### config.mk
export PLATFORM = sky130hd
export DESIGN_NAME = spi_periph_top
export DESIGN_NICKNAME = d
export VERILOG_FILES = /design/src/common/spi_periph_pkg.sv /design/src/sdcard/sd_cmd_ctrl.sv /design/src/lcd/lcd_byte_writer.sv /design/src/hw/spi_arbiter.sv /design/src/hw/spi_periph_top.sv
export SDC_FILE = /design/constraint.sdc
export NUM_CORES = 1
export LEC_CHECK = 0
export BUFFER_PORTS_ARGS = -buffer_cell sky130_fd_sc_hd__buf_2
export CELL_PAD_IN_SITES_DETAIL_PLACEMENT = 0
export CELL_PAD_IN_SITES_GLOBAL_PLACEMENT = 1
export CORE_ASPECT_RATIO = 0.6
export CORE_MARGIN = 4
export CORE_UTILIZATION = 30
export DETAILED_ROUTE_END_ITERATION = 6
export PLACE_DENSITY = 0.72
export SLEW_MARGIN = 20
export SYNTH_ARGS = -nofsm -noshare
export SYNTH_HDL_FRONTEND = slang
export SYNTH_HIERARCHICAL = 1
export SYNTH_SLANG_ARGS = --single-unit
### constraint.sdc
create_clock -name clk -period 5.1 [get_ports clk]
set_clock_uncertainty 0.05 [all_clocks]
set_input_delay 1.02 -clock clk [delete_from_list [all_inputs] [get_ports clk]]
set_output_delay 1.02 -clock clk [all_outputs]
set_load 0.02 [all_outputs]
### src/common/spi_periph_pkg.sv
`default_nettype none

package spi_periph_pkg;

  typedef struct packed {
    logic        req;
    logic        write;
    logic [31:0] addr;
    logic [31:0] data;
    logic [3:0]  wr_mask;
    logic [3:0]  rd_mask;
  } bus_req_t;

  typedef struct packed {
    logic        ack;
    logic [31:0] data;
  } bus_rsp_t;

  typedef struct packed {
    logic cs_n;
    logic mosi;
    logic dc;
  } spi_drive_t;

  typedef struct packed {
    logic sck;
    logic cs_n;
    logic mosi;
    logic dc;
  } spi_pins_t;

  // Pin levels while nobody holds the bus
  localparam spi_drive_t SPI_IDLE = '{cs_n: 1'b1, mosi: 1'b1, dc: 1'b0};

  localparam int SPI_DIV       = 8;
  localparam int SPI_DIV_W     = $clog2(SPI_DIV);
  localparam int SD_FRAME_BITS = 48;
  localparam int R1_BITS       = 8;
  localparam int R7_BITS       = 40;
  localparam int CMD_IF_COND   = 8;
  localparam int CMD_READ_OCR  = 58;

  localparam logic [31:0] SD_NOP      = 32'h00;
  localparam logic [31:0] SD_SEND     = 32'h04;
  localparam logic [31:0] SD_CMD_LO   = 32'h08;
  localparam logic [31:0] SD_CMD_HI   = 32'h0C;
  localparam logic [31:0] SD_RSP_FLAG = 32'h10;
  localparam logic [31:0] SD_RSP_LO   = 32'h14;
  localparam logic [31:0] SD_RSP_HI   = 32'h18;

  localparam logic [31:0] LCD_CMD   = 32'h00;
  localparam logic [31:0] LCD_DATA  = 32'h04;
  localparam logic [31:0] LCD_COUNT = 32'h08;

  // Byte-lane merge for register writes
  function automatic logic [31:0] wr_lanes(input logic [31:0] old_val,
                                           input logic [31:0] new_val,
                                           input logic [3:0]  mask);
    logic [31:0] res;
    res = old_val;
    for (int i = 0; i < 4; i++)
    begin
      if (mask[i])
        res[8*i +: 8] = new_val[8*i +: 8];
    end
    return res;
  endfunction

  // Lanes not selected read as zero
  function automatic logic [31:0] rd_lanes(input logic [31:0] value,
                                           input logic [3:0]  mask);
    logic [31:0] res;
    res = '0;
    for (int i = 0; i < 4; i++)
    begin
      if (mask[i])
        res[8*i +: 8] = value[8*i +: 8];
    end
    return res;
  endfunction

endpackage

`default_nettype wire

### src/sdcard/sd_cmd_ctrl.sv
`default_nettype none

module sd_cmd_ctrl (
  input  logic                       clk,
  input  logic                       rst,
  input  spi_periph_pkg::bus_req_t   i_bus,
  output spi_periph_pkg::bus_rsp_t   o_rsp,
  output logic                       o_spi_req,
  input  logic                       i_spi_ack,
  input  logic                       i_tick,
  input  logic                       i_miso,
  output spi_periph_pkg::spi_drive_t o_drive
);
  import spi_periph_pkg::*;

  typedef enum logic [6:0] {
    S_IDLE  = 7'b0000001,
    S_REG   = 7'b0000010,
    S_HOLD  = 7'b0000100,
    S_REQ   = 7'b0001000,
    S_FRAME = 7'b0010000,
    S_START = 7'b0100000,
    S_RESP  = 7'b1000000
  } state_t;

  state_t                   state;
  logic [SD_FRAME_BITS-1:0] frame;
  logic [47:0]              rsp;
  logic                     rsp_flag;
  logic [5:0]               bit_cnt;
  logic [5:0]               cmd_idx;
  logic [5:0]               rsp_len;
  logic [31:0]              bus_addr;
  logic [31:0]              rd_word;
  logic [31:0]              hi_wr;
  logic                     send_wr;

  assign bus_addr = {i_bus.addr[31:2], 2'b00};
  assign send_wr  = i_bus.req && i_bus.write && (bus_addr == SD_SEND);
  assign hi_wr    = wr_lanes({16'h0000, frame[47:32]}, i_bus.data, i_bus.wr_mask);

  // R7-length reply for IF_COND and READ_OCR
  assign cmd_idx = frame[45:40];
  assign rsp_len = (cmd_idx == 6'(CMD_IF_COND) || cmd_idx == 6'(CMD_READ_OCR)) ?
                   6'(R7_BITS) : 6'(R1_BITS);

  always_comb
  begin
    case (bus_addr)
      SD_NOP, SD_SEND: rd_word = '0;
      SD_CMD_LO:       rd_word = frame[31:0];
      SD_CMD_HI:       rd_word = {16'h0000, frame[47:32]};
      SD_RSP_FLAG:     rd_word = {31'd0, rsp_flag};
      SD_RSP_LO:       rd_word = rsp[31:0];
      SD_RSP_HI:       rd_word = {16'h0000, rsp[47:32]};
      default:         rd_word = '0;
    endcase
  end

  always_ff @(posedge clk)
  begin
    if (rst)
    begin
      state     <= S_IDLE;
      rsp_flag  <= 1'b0;
      bit_cnt   <= '0;
      o_rsp     <= '0;
      o_spi_req <= 1'b0;
      o_drive   <= SPI_IDLE;
    end
    else
    begin
      o_rsp <= '0;
      case (state)
        S_IDLE:
        begin
          if (send_wr)
          begin
            rsp_flag <= 1'b0;
            state    <= S_REQ;
          end
          else if (i_bus.req)
            state <= S_REG;
        end
        S_REG:
        begin
          o_rsp.ack  <= 1'b1;
          o_rsp.data <= rd_lanes(rd_word, i_bus.rd_mask);
          state      <= S_HOLD;
        end
        S_HOLD:
        begin
          if (!i_bus.req)
            state <= S_IDLE;
        end
        S_REQ:
        begin
          // Previous grant must be seen released first
          if (!o_spi_req && !i_spi_ack)
            o_spi_req <= 1'b1;
          else if (o_spi_req && i_spi_ack)
          begin
            bit_cnt <= 6'(SD_FRAME_BITS);
            state   <= S_FRAME;
          end
        end
        S_FRAME:
        begin
          if (i_tick)
          begin
            if (bit_cnt == 6'd0)
            begin
              o_drive.mosi <= 1'b1;
              state        <= S_START;
            end
            else
            begin
              o_drive.cs_n <= 1'b0;
              o_drive.mosi <= frame[bit_cnt - 6'd1];
              bit_cnt      <= bit_cnt - 6'd1;
            end
          end
        end
        S_START:
        begin
          // Start bit is the reply MSB, already zero in rsp
          if (i_tick && !i_miso)
          begin
            bit_cnt <= 6'd1;
            state   <= S_RESP;
          end
        end
        S_RESP:
        begin
          if (i_tick)
          begin
            if (bit_cnt == rsp_len - 6'd1)
            begin
              o_drive.cs_n <= 1'b1;
              o_spi_req    <= 1'b0;
              rsp_flag     <= 1'b1;
              o_rsp.ack    <= 1'b1;
              state        <= S_HOLD;
            end
            else
              bit_cnt <= bit_cnt + 6'd1;
          end
        end
        default: state <= S_IDLE;
      endcase
    end
  end

  always_ff @(posedge clk)
  begin
    if (state == S_REG && i_bus.write)
    begin
      if (bus_addr == SD_CMD_LO)
        frame[31:0] <= wr_lanes(frame[31:0], i_bus.data, i_bus.wr_mask);
      if (bus_addr == SD_CMD_HI)
        frame[47:32] <= hi_wr[15:0];
    end
    if (state == S_IDLE && send_wr)
      rsp <= '0;
    else if (state == S_RESP && i_tick)
      rsp <= {rsp[46:0], i_miso};
  end

endmodule

`default_nettype wire

### src/lcd/lcd_byte_writer.sv
`default_nettype none

module lcd_byte_writer (
  input  logic                       clk,
  input  logic                       rst,
  input  spi_periph_pkg::bus_req_t   i_bus,
  output spi_periph_pkg::bus_rsp_t   o_rsp,
  output logic                       o_spi_req,
  input  logic                       i_spi_ack,
  input  logic                       i_tick,
  output spi_periph_pkg::spi_drive_t o_drive
);
  import spi_periph_pkg::*;

  typedef enum logic [2:0] {
    L_IDLE,
    L_REG,
    L_HOLD,
    L_REQ,
    L_SHIFT
  } state_t;

  state_t      state;
  logic [7:0]  tx_byte;
  logic [3:0]  bit_cnt;
  logic [15:0] sent_cnt;
  logic [31:0] bus_addr;
  logic [31:0] rd_word;
  logic        byte_wr;

  assign bus_addr = {i_bus.addr[31:2], 2'b00};
  assign byte_wr  = i_bus.req && i_bus.write &&
                    (bus_addr == LCD_CMD || bus_addr == LCD_DATA);
  assign rd_word  = (bus_addr == LCD_COUNT) ? {16'h0000, sent_cnt} : '0;

  always_ff @(posedge clk)
  begin
    if (rst)
    begin
      state     <= L_IDLE;
      bit_cnt   <= '0;
      sent_cnt  <= '0;
      o_rsp     <= '0;
      o_spi_req <= 1'b0;
      o_drive   <= SPI_IDLE;
    end
    else
    begin
      o_rsp <= '0;
      case (state)
        L_IDLE:
        begin
          if (byte_wr)
          begin
            o_drive.dc <= (bus_addr == LCD_DATA);
            state      <= L_REQ;
          end
          else if (i_bus.req)
            state <= L_REG;
        end
        L_REG:
        begin
          o_rsp.ack  <= 1'b1;
          o_rsp.data <= rd_lanes(rd_word, i_bus.rd_mask);
          state      <= L_HOLD;
        end
        L_HOLD:
        begin
          if (!i_bus.req)
            state <= L_IDLE;
        end
        L_REQ:
        begin
          if (!o_spi_req && !i_spi_ack)
            o_spi_req <= 1'b1;
          else if (o_spi_req && i_spi_ack)
          begin
            bit_cnt <= 4'd8;
            state   <= L_SHIFT;
          end
        end
        L_SHIFT:
        begin
          if (i_tick)
          begin
            if (bit_cnt == 4'd0)
            begin
              o_drive.cs_n <= 1'b1;
              o_drive.mosi <= 1'b1;
              o_spi_req    <= 1'b0;
              sent_cnt     <= sent_cnt + 16'd1;
              o_rsp.ack    <= 1'b1;
              state        <= L_HOLD;
            end
            else
            begin
              o_drive.cs_n <= 1'b0;
              o_drive.mosi <= tx_byte[7];
              bit_cnt      <= bit_cnt - 4'd1;
            end
          end
        end
        default: state <= L_IDLE;
      endcase
    end
  end

  // MSB first
  always_ff @(posedge clk)
  begin
    if (state == L_IDLE && byte_wr)
      tx_byte <= i_bus.data[7:0];
    else if (state == L_SHIFT && i_tick)
      tx_byte <= {tx_byte[6:0], 1'b0};
  end

endmodule

`default_nettype wire

### src/hw/spi_arbiter.sv
`default_nettype none

module spi_arbiter (
  input  logic                       clk,
  input  logic                       rst,
  input  logic                       i_sd_req,
  output logic                       o_sd_ack,
  input  spi_periph_pkg::spi_drive_t i_sd_drive,
  input  logic                       i_lcd_req,
  output logic                       o_lcd_ack,
  input  spi_periph_pkg::spi_drive_t i_lcd_drive,
  output logic                       o_tick,
  output spi_periph_pkg::spi_pins_t  o_pins
);
  import spi_periph_pkg::*;

  logic [SPI_DIV_W-1:0] div_cnt;
  logic                 sck;
  logic                 last_lcd;
  spi_drive_t           drive;

  // Tick lands on count zero, SCK high over the middle half
  always_ff @(posedge clk)
  begin
    if (rst)
    begin
      div_cnt <= '0;
      sck     <= 1'b0;
      o_tick  <= 1'b0;
    end
    else
    begin
      if (div_cnt == SPI_DIV_W'(SPI_DIV - 1))
        div_cnt <= '0;
      else
        div_cnt <= div_cnt + SPI_DIV_W'(1);
      o_tick <= (div_cnt == SPI_DIV_W'(SPI_DIV - 1));
      sck    <= (div_cnt >= SPI_DIV_W'(SPI_DIV / 4 - 1)) &&
                (div_cnt <  SPI_DIV_W'(3 * SPI_DIV / 4 - 1));
    end
  end

  // last_lcd flips only on a contested grant; reset favours the SD side
  always_ff @(posedge clk)
  begin
    if (rst)
    begin
      o_sd_ack  <= 1'b0;
      o_lcd_ack <= 1'b0;
      last_lcd  <= 1'b1;
    end
    else if (o_sd_ack)
    begin
      if (!i_sd_req)
        o_sd_ack <= 1'b0;
    end
    else if (o_lcd_ack)
    begin
      if (!i_lcd_req)
        o_lcd_ack <= 1'b0;
    end
    else if (i_sd_req && i_lcd_req)
    begin
      o_sd_ack  <= last_lcd;
      o_lcd_ack <= !last_lcd;
      last_lcd  <= !last_lcd;
    end
    else if (i_sd_req)
      o_sd_ack <= 1'b1;
    else if (i_lcd_req)
      o_lcd_ack <= 1'b1;
  end

  always_comb
  begin
    drive = SPI_IDLE;
    if (o_sd_ack)
      drive = i_sd_drive;
    else if (o_lcd_ack)
      drive = i_lcd_drive;
  end

  assign o_pins = '{sck: sck, cs_n: drive.cs_n, mosi: drive.mosi, dc: drive.dc};

endmodule

`default_nettype wire

### src/hw/spi_periph_top.sv
`default_nettype none

module spi_periph_top (
  input  logic                      clk,
  input  logic                      rst,
  input  spi_periph_pkg::bus_req_t  i_sd_bus,
  input  spi_periph_pkg::bus_req_t  i_lcd_bus,
  output spi_periph_pkg::bus_rsp_t  o_sd_rsp,
  output spi_periph_pkg::bus_rsp_t  o_lcd_rsp,
  input  logic                      i_miso,
  output spi_periph_pkg::spi_pins_t o_pins
);
  import spi_periph_pkg::*;

  logic       sd_req;
  logic       sd_ack;
  logic       lcd_req;
  logic       lcd_ack;
  logic       tick;
  spi_drive_t sd_drive;
  spi_drive_t lcd_drive;

  sd_cmd_ctrl u_sd (
    .clk       (clk),
    .rst       (rst),
    .i_bus     (i_sd_bus),
    .o_rsp     (o_sd_rsp),
    .o_spi_req (sd_req),
    .i_spi_ack (sd_ack),
    .i_tick    (tick),
    .i_miso    (i_miso),
    .o_drive   (sd_drive)
  );

  lcd_byte_writer u_lcd (
    .clk       (clk),
    .rst       (rst),
    .i_bus     (i_lcd_bus),
    .o_rsp     (o_lcd_rsp),
    .o_spi_req (lcd_req),
    .i_spi_ack (lcd_ack),
    .i_tick    (tick),
    .o_drive   (lcd_drive)
  );

  spi_arbiter u_arb (
    .clk         (clk),
    .rst         (rst),
    .i_sd_req    (sd_req),
    .o_sd_ack    (sd_ack),
    .i_sd_drive  (sd_drive),
    .i_lcd_req   (lcd_req),
    .o_lcd_ack   (lcd_ack),
    .i_lcd_drive (lcd_drive),
    .o_tick      (tick),
    .o_pins      (o_pins)
  );

endmodule

`default_nettype wire

# After elaboration in Yosys (flattened, before gate mapping)

Index checks and enable logic that the tools add are counted.

Input port bits: 151
Output and inout port bits: 70
Bits in registers: 222

Equality and inequality tests: 44
Multiplexer cells: 71
Bitwise operators: 13
Order comparisons: 3
$add $sub $neg: 6
Reductions and logical operators: 62

Operator list:

| cell                                                                    | number |
|---|---|
| 32-bit case mux with 5 select lines                                     | 1 |
| 30-bit by 2-bit equality test with 1-bit output, second input constant  | 3 |
| 30-bit by 3-bit equality test with 1-bit output, second input constant  | 3 |
| 7-bit two-way mux                                                       | 10 |
| 30-bit by 1-bit equality test with 1-bit output, second input constant  | 2 |
| 7-bit case mux with 7 select lines                                      | 1 |
| 6-bit two-way mux                                                       | 8 |
| 32-bit zero test                                                        | 1 |
| 3-bit two-way mux                                                       | 9 |
| 1-bit two-way mux                                                       | 24 |
| 2-bit by 1-bit inequality test with 1-bit output, second input constant | 12 |
| 6-bit case mux with 4 select lines                                      | 1 |
| 3-bit AND reduction                                                     | 8 |
| 3-bit OR reduction                                                      | 6 |
| 16-bit by 1-bit adder with 16-bit output, second input constant         | 1 |
| 1-bit logical AND                                                       | 16 |
| 4-bit two-way mux                                                       | 4 |
| 8-bit two-way mux                                                       | 2 |
| 3-bit case mux with 5 select lines                                      | 1 |
| 2-bit inequality test, second input constant                            | 7 |
| 1-bit inverter                                                          | 13 |
| 1-bit case mux with 2 select lines                                      | 6 |
| 4-bit AND reduction                                                     | 3 |
| 6-bit by 1-bit subtractor with 6-bit output, second input constant      | 2 |
| 37 further kinds                                                        | 55 |

# Logic depth before layout (Yosys ltp)

Gate-level depths: netlist (run 1).

Word-level depth: 8
Gate-level depth with buffers: 12

# Modules after synthesis

Netlist (run 1), hierarchy kept.

By module, submodules not included:

| module          | cells an instance | area each (um2) | seq. area each (um2) | instances |
|---|---|---|---|---|
| sd_cmd_ctrl     | 630               | 6,281.0         | 3,403.3              | 1 |
| lcd_byte_writer | 242               | 2,301.0         | 1,121.1              | 1 |
| spi_arbiter     | 38                | 355.3           | 160.2                | 1 |

# Least setup slack after synthesis (run 1)

Ideal clock, no wire load.

Path type: flip-flop to flip-flop
From: register u_sd.bit_cnt[0]
To: register u_sd/o_drive[1] (netlist name)
Data arrival time: 2,896 ps
Cell stages (with the launch flop): 12
Slack: 2,035 ps
Cells stage by stage: dfxtp_1 > buf_4 > buf_1 > inv_1 > ha_1 > clkbuf_1 > buf_2 > mux4_2 > mux2_2 > a21oi_1 > nor2_1 > o31a_1

Word-level cells in the longest chain between the ends: 4
Elaborated cells between the ends (all ways): 5
Classes of those cells: add/sub (1); mux (3); reduce/logical (1)

Ends and longest elaborated chain:

| element                                     | RTL line           | source |
|---|---|---|
| start: declaration                          | sd_cmd_ctrl.sv:30  | `logic [5:0] bit_cnt;` |
| start signal: assignment                    | sd_cmd_ctrl.sv:103 | `bit_cnt <= 6'(SD_FRAME_BITS);` |
| start signal: assignment                    | sd_cmd_ctrl.sv:120 | `bit_cnt <= bit_cnt - 6'd1;` |
| start signal: assignment                    | sd_cmd_ctrl.sv:146 | `bit_cnt <= bit_cnt + 6'd1;` |
| 6-bit by 1-bit subtractor with 6-bit output | sd_cmd_ctrl.sv:119 | `o_drive.mosi <= frame[bit_cnt - 6'd1];` |
| 1-bit binary-select mux with 6-bit select   | sd_cmd_ctrl.sv:119 |  |
| 1-bit two-way mux (not written as such)     | sd_cmd_ctrl.sv:119 |  |
| 1-bit two-way mux *                         | sd_cmd_ctrl.sv:111 | `if (bit_cnt == 6'd0)` |
| end: declaration                            | sd_cmd_ctrl.sv:12  | `output spi_periph_pkg::spi_drive_t o_drive` |

Every way passes the cells marked *; elsewhere a longest branch is shown, timed or not. The select of a mux whose other input is x is not followed.
A chain may end at the register's enable or synchronous reset.

# Worst setup path after layout (run 1)

Ends and elaborated chain as after synthesis.

==> run_results.csv, run 1 <==
group,metric,value,unit
clocking,h-tree-depth,1,
synth,avgSynthCellArea,9.82,µm²
global_routing,antenna_found_initial,3,
global_routing,grt_pass1_vias,6828,
min_path,hp-start,"u_sd/rsp[47]",
floorplan,die_area,32700,µm²
synth,synth_area,8940,µm²
clocking,cts_max_path_buffers,3,
placement,gp_congestion,0.843,
setup_path,crit_slowest_cell,"ha_1",
setup_path,r2r-start,"u_sd/bit_cnt[0]",
synth,yosys.area.top_type,"dfxtp_1",
detailed_routing,totalWireLength,25400,µm
timing,drv_slew,0,
detailed_routing,wl_per_cell,17.2,µm
setup_path,cpLargestDelayFamily,"buffers and inverters",
global_routing,grt_max_degree,49,
synth,synth_area_leaders,"dfxtp_1 (34%), edfxtp_1 (19%), nand2_1 (5.4%), a21oi_1 (4.2%), nor2_1 (3.0%)",
synth,yosysMostFrequentCell,"dfxtp_1",
clocking,cts_buffers,22,
global_routing,grt_overflow,0,
timing,finalHoldViolCount,0,
layout,final_net_count,1214,
clocking,clock_latency,510,ps
placement,post-place-ws,1440,ps
floorplan,die_width,231,µm
synth,synthTopCellsByCount,"dfxtp_1 (150), nand2_1 (129), a21oi_1 (75)",
setup_path,startpoint_type,"flip-flop",
clocking,cts_tree,"yes",
synth,ys.flop_type,"dfxtp_1",
detailed_routing,route.detailed.drc,0,
synth,syn_inst,910,
floorplan,core_region_area,29100,µm²
clocking,cts.clk_slew.worst_paths,60,ps
setup_path,critPathKind,"flip-flop to flip-flop",
placement,dpl_cell_area,10100,µm²
timing,fmax,307,MHz
timing,setup_viol,0,
clocking,postCtsHoldBufs,0,
detailed_routing,drt-initial-drc-count,549,
synth,ys_seq_area_frac,0.524,
synth,synthDominantCellAreaShare,0.336,
floorplan,num_rows,48,
setup_path,slowest_delay,640,ps
clocking,ctsResizeCount,0,
global_routing,grt_pass1_wl,39200,µm
synth,yosysWarnings,6,
job,cap_viol_max_count,0,
timing,tns,0,ps
pwr,power.total,0.00365,W
timing,rsz0062_at_grt,"no",
detailed_routing,via_per_inst,5.02,
clocking,clock-sinks,206,
setup_path,cp_num_buf_inv,3,
placement,dp_hpwl,18700,µm
synth,synthDistinctLibCells,71,
setup_path,crit_top_cell,"buf_4",
placement,portBuffers,170,
global_routing,grt_use_total,0.149,
timing,period_share,0.640,
layout,syn_to_final_growth,21.5,%
detailed_routing,final_antenna_net_count,0,
detailed_routing,dr.pass1.iters,5,
timing,tightestPinTransition,933,ps
setup_path,end_kind,"flip-flop",
pwr,p_leak,4.33,nW
clocking,cts-root-buf,"clkbuf_16",
min_path,hold_path_class,"flip-flop to flip-flop",
outcome,status,"finished, final reports clean",
detailed_routing,route.vias.total,7394,
floorplan,io_pins,221,
pwr,p_per_area,336,nW/µm²
timing,fin_crit,3260,ps
synth,synth-seq-cells,206,
setup_path,cp_max_fo,19,
timing,slew_headroom,0.370,
layout,design_area,10900,µm²
setup_path,cp_cell_sequence,"buf_4 -> inv_1 -> ha_1 -> buf_4 -> mux4_2 -> mux2i_1 -> a22oi_1 -> and3_1 -> o31a_1",
setup_path,arrival,3610,ps
floorplan,initial_utilization,0.307,
synth,synthArstFlopShare,0,
setup_path,crit_start,"u_sd/bit_cnt[0]",
clocking,post_cts_buffers,0,
pwr,peakVddDrop,0.237,mV
floorplan,die_h,142,µm
setup_path,critical_path_required,5450,ps
layout,drive_above_1_share,0.234,
synth,synth_edf_count,56,
timing,fin_ws,1840,ps
## registers in the layout, indices dropped and copies added, names as in the netlist, 4 cells and up
name and count:
u_sd/frame 48, u_sd/rsp 48, u_sd/o_rsp 33, u_lcd/o_rsp 17, u_lcd/sent_cnt 16, u_lcd/tx_byte 8, u_sd/state 7, u_sd/bit_cnt 6
u_lcd/bit_cnt 4
## where the power goes
part	internal, W	switching [W]
clock	0.00107	0.000649
combinational	0.0000859	0.000117
sequential	0.00169	0.0000271
total	0.00285	0.000792
## metal layers
metal  global-route usage  share of wire  vias to the layer above
li1                     -              -                     3551
met1                0.229           0.49                     3526
met2                0.208           0.42                      280
met3               0.0335          0.073                       37
met4               0.0427          0.023                        0
met5                    0              0                        -
## kinds of logic after synthesis
| group | share of synthesized area |
|---|---|
| flops | 0.524 |
| fa+ha+maj | 0.0112 |
| mux | 0.0517 |
| xor+xnor | 0.0164 |
| other cells | 0.000840 |
| simple gates | 0.197 |
| compound gates | 0.148 |
| buf+inv | 0.0517 |
## layout by cell type, fill, tap and decap left out, types with 15 or more instances in the layout
master / count
a211oi_1: 21
a21oi_1: 75
a221oi_1: 18
a22oi_1: 32
and2_1: 25
buf_2: 170
clkbuf_16: 23
conb_1: 17
dfxtp_1: 150
edfxtp_1: 56
inv_1: 21
nand2_1: 129
nor2_1: 70
nor3_1: 24
nor4_1: 15
## per-stage QoR
step            util  hold slack [ps]  cells
2_1_floorplan      -              386    925
3_3_place_gp   0.346              396   1431
3_5_place_dp   0.346              404   1431
4_1_cts        0.373              418   1471
5_1_grt        0.374              442   1472
6_report       0.374              416   1472
## path summary, 6_finish.rpt
kind	endpoint	slack, ps	depth (start not counted)
setup / recovery	u_sd/o_drive[1]	1840	9
hold / removal	u_sd/rsp[47]	420	2
setup reg to reg	u_sd/o_drive[1]	1840	9
hold reg to reg	u_sd/rsp[47]	420	2
## final cells by class
type	instances	area (µm²)
Antenna cell	1	2.50
Tap cell	400	500
Multi-Input combinational cell	623	3880
Clock buffer	32	639
Sequential cell	206	4680
Clock inverter	8	143
Timing Repair Buffer	181	933
Fill cell	2964	18200
Inverter	21	78.8
## worst min-delay path: cells and delay by family (launching register included)
family | cells | cell delay [ps]
compound gates | 1 | 50
simple gates | 1 | 60
flops | 1 | 310
No activity file was read; power rests on OpenSTA's default activity.
==> run 2: changes to the inputs <==
Clock period 5.1 ns to 3.4 ns, I/O delays scaled along.
==> run 2 against run 1 <==
Critical endpoint unchanged. Global-route usage about the same. Non-clock buffer count up 10. Core utilization up 0.20 points. Largest cell class unchanged. Worst hold slack worse by 100 ps. Via count down 0.11%. Combinational power up 51%. Critical path depth down 1. Die area unchanged. Worst setup slack worse by 1300 ps. Count of clock-buffer cells in the layout down 6.
==> run_results.csv, run 2 (same netlist as run 1, synthesis figures left out) <==
group,metric,value,unit
placement,portBuffers,170,
detailed_routing,route.vias.total,7386,
timing,drv_slew,0,
setup_path,crit_start,"u_sd/bit_cnt[1]",
timing,tightestPinTransition,825,ps
global_routing,grt_overflow,0,
job,cap_viol_max_count,0,
setup_path,cpLargestDelayFamily,"multiplexers",
floorplan,die_width,231,µm
clocking,h-tree-depth,1,
timing,fin_crit,2870,ps
layout,instances_no_fill,1482,
placement,post-place-ws,401,ps
timing,finalHoldViolCount,0,
global_routing,antenna_found_initial,2,
floorplan,io_pins,221,
placement,dpl.cell_count,1441,
floorplan,initial_utilization,0.307,
timing,fin_ws,527,ps
detailed_routing,totalWireLength,25500,µm
pwr,peakVddDrop,0.321,mV
setup_path,r2r-start,"u_sd/bit_cnt[1]",
clocking,cts-root-buf,"clkbuf_16",
floorplan,die_area,32700,µm²
layout,fill_cells,2977,
detailed_routing,final_antenna_net_count,0,
placement,dp_hpwl,19100,µm
setup_path,crit_slowest_cell,"mux4_2",
global_routing,grt_pass1_vias,6751,
detailed_routing,wl_per_cell,17.2,µm
layout,layout_common_cells,"buf_2 (170), dfxtp_1 (150), nand2_1 (129)",
setup_path,cp_max_fo,8,
timing,period_share,0.845,
detailed_routing,route.detailed.drc,0,
setup_path,startpoint_type,"flip-flop",
detailed_routing,via_per_inst,4.98,
clocking,postCtsHoldBufs,0,
pwr,p_per_area,493,nW/µm²
detailed_routing,dr.pass1.iters,5,
setup_path,cp_num_buf_inv,2,
min_path,hp-start,"i_sd_bus[13]",
floorplan,core_region_area,29100,µm²
clocking,clock-sinks,206,
setup_path,critical_path_required,3750,ps
layout,multi_input_area,3870,µm²
clocking,cts_max_path_buffers,3,
setup_path,end_kind,"flip-flop",
clocking,ctsResizeCount,0,
setup_path,critPathKind,"flip-flop to flip-flop",
layout,drive_above_1_share,0.242,
floorplan,die_h,142,µm
timing,slew_headroom,0.442,
clocking,cts.clk_slew.worst_paths,70,ps
setup_path,cp_cell_sequence,"inv_1 -> ha_1 -> buf_4 -> mux4_2 -> mux2i_1 -> a22oi_1 -> and3_1 -> o31a_1",
layout,syn_to_final_growth,22.2,%
placement,gp_congestion,0.842,
setup_path,slowest_delay,580,ps
global_routing,grt_max_degree,49,
global_routing,grt_use_total,0.149,
global_routing,grt_pass1_wl,39000,µm
layout,final_common_cell,"buf_2",
layout,regArea,4680,µm²
timing,fmax,348,MHz
timing,rsz0062_at_grt,"no",
clocking,cts_tree,"yes",
timing,tns,0,ps
detailed_routing,drt-initial-drc-count,660,
pwr,p_leak,4.37,nW
floorplan,num_rows,48,
pwr,power.total,0.00539,W
layout,final_net_count,1224,
clocking,post_cts_buffers,0,
clocking,cts_buffers,22,
setup_path,arrival,3220,ps
clocking,clock_latency,500,ps
timing,fin_worst_hold_slack,312,ps
min_path,hold_path_class,"input pin to flip-flop",
outcome,status,"finished, final reports clean",
timing,setup_viol,0,
layout,top_regs,"u_sd/frame x48, u_sd/rsp x48, u_sd/o_rsp x33",
## run 2: cell type report
type / count / area share
diodes: 1 / 0.000229
clock buffers: 26 / 0.0557
well taps: 400 / 0.0458
clock inverters: 14 / 0.0143
repair buffers: 191 / 0.0935
multi-input cells: 623 / 0.354
inverters: 21 / 0.00722
flip-flops and latches: 206 / 0.429
## run 2: metrics by stage
| stage | cell area [µm²] | utilization |
|---|---|---|
| 6_report | 10900 | 0.376 |
| 5_1_grt | 10900 | 0.376 |
| 4_1_cts | 10900 | 0.376 |
| 3_5_place_dp | 10200 | 0.349 |
| 3_3_place_gp | 10200 | 0.349 |
| 2_1_floorplan | 8990 | - |
## run 2: worst paths after layout
path / endpoint / slack, ps / depth (start not counted)
worst max register to register: u_sd/o_drive[1] / 530 / 8
worst max-delay path: u_sd/o_drive[1] / 530 / 8
worst min-delay path: u_sd/frame[37] / 310 / 1
worst min register to register: u_sd/rsp[47] / 410 / 2
## run 2: report_power, final
group,switching (W),internal (W)
Sequential,0.0000407,0.00254
Combinational,0.000176,0.000129
Clock,0.000988,0.00151
## run 2: per-layer routing
layer,vias up,GRT usage,share of wire
li1,3573,-,-
met1,3523,0.231,0.49
met2,264,0.212,0.42
met3,26,0.0287,0.076
met4,0,0.0351,0.016
met5,-,0,0
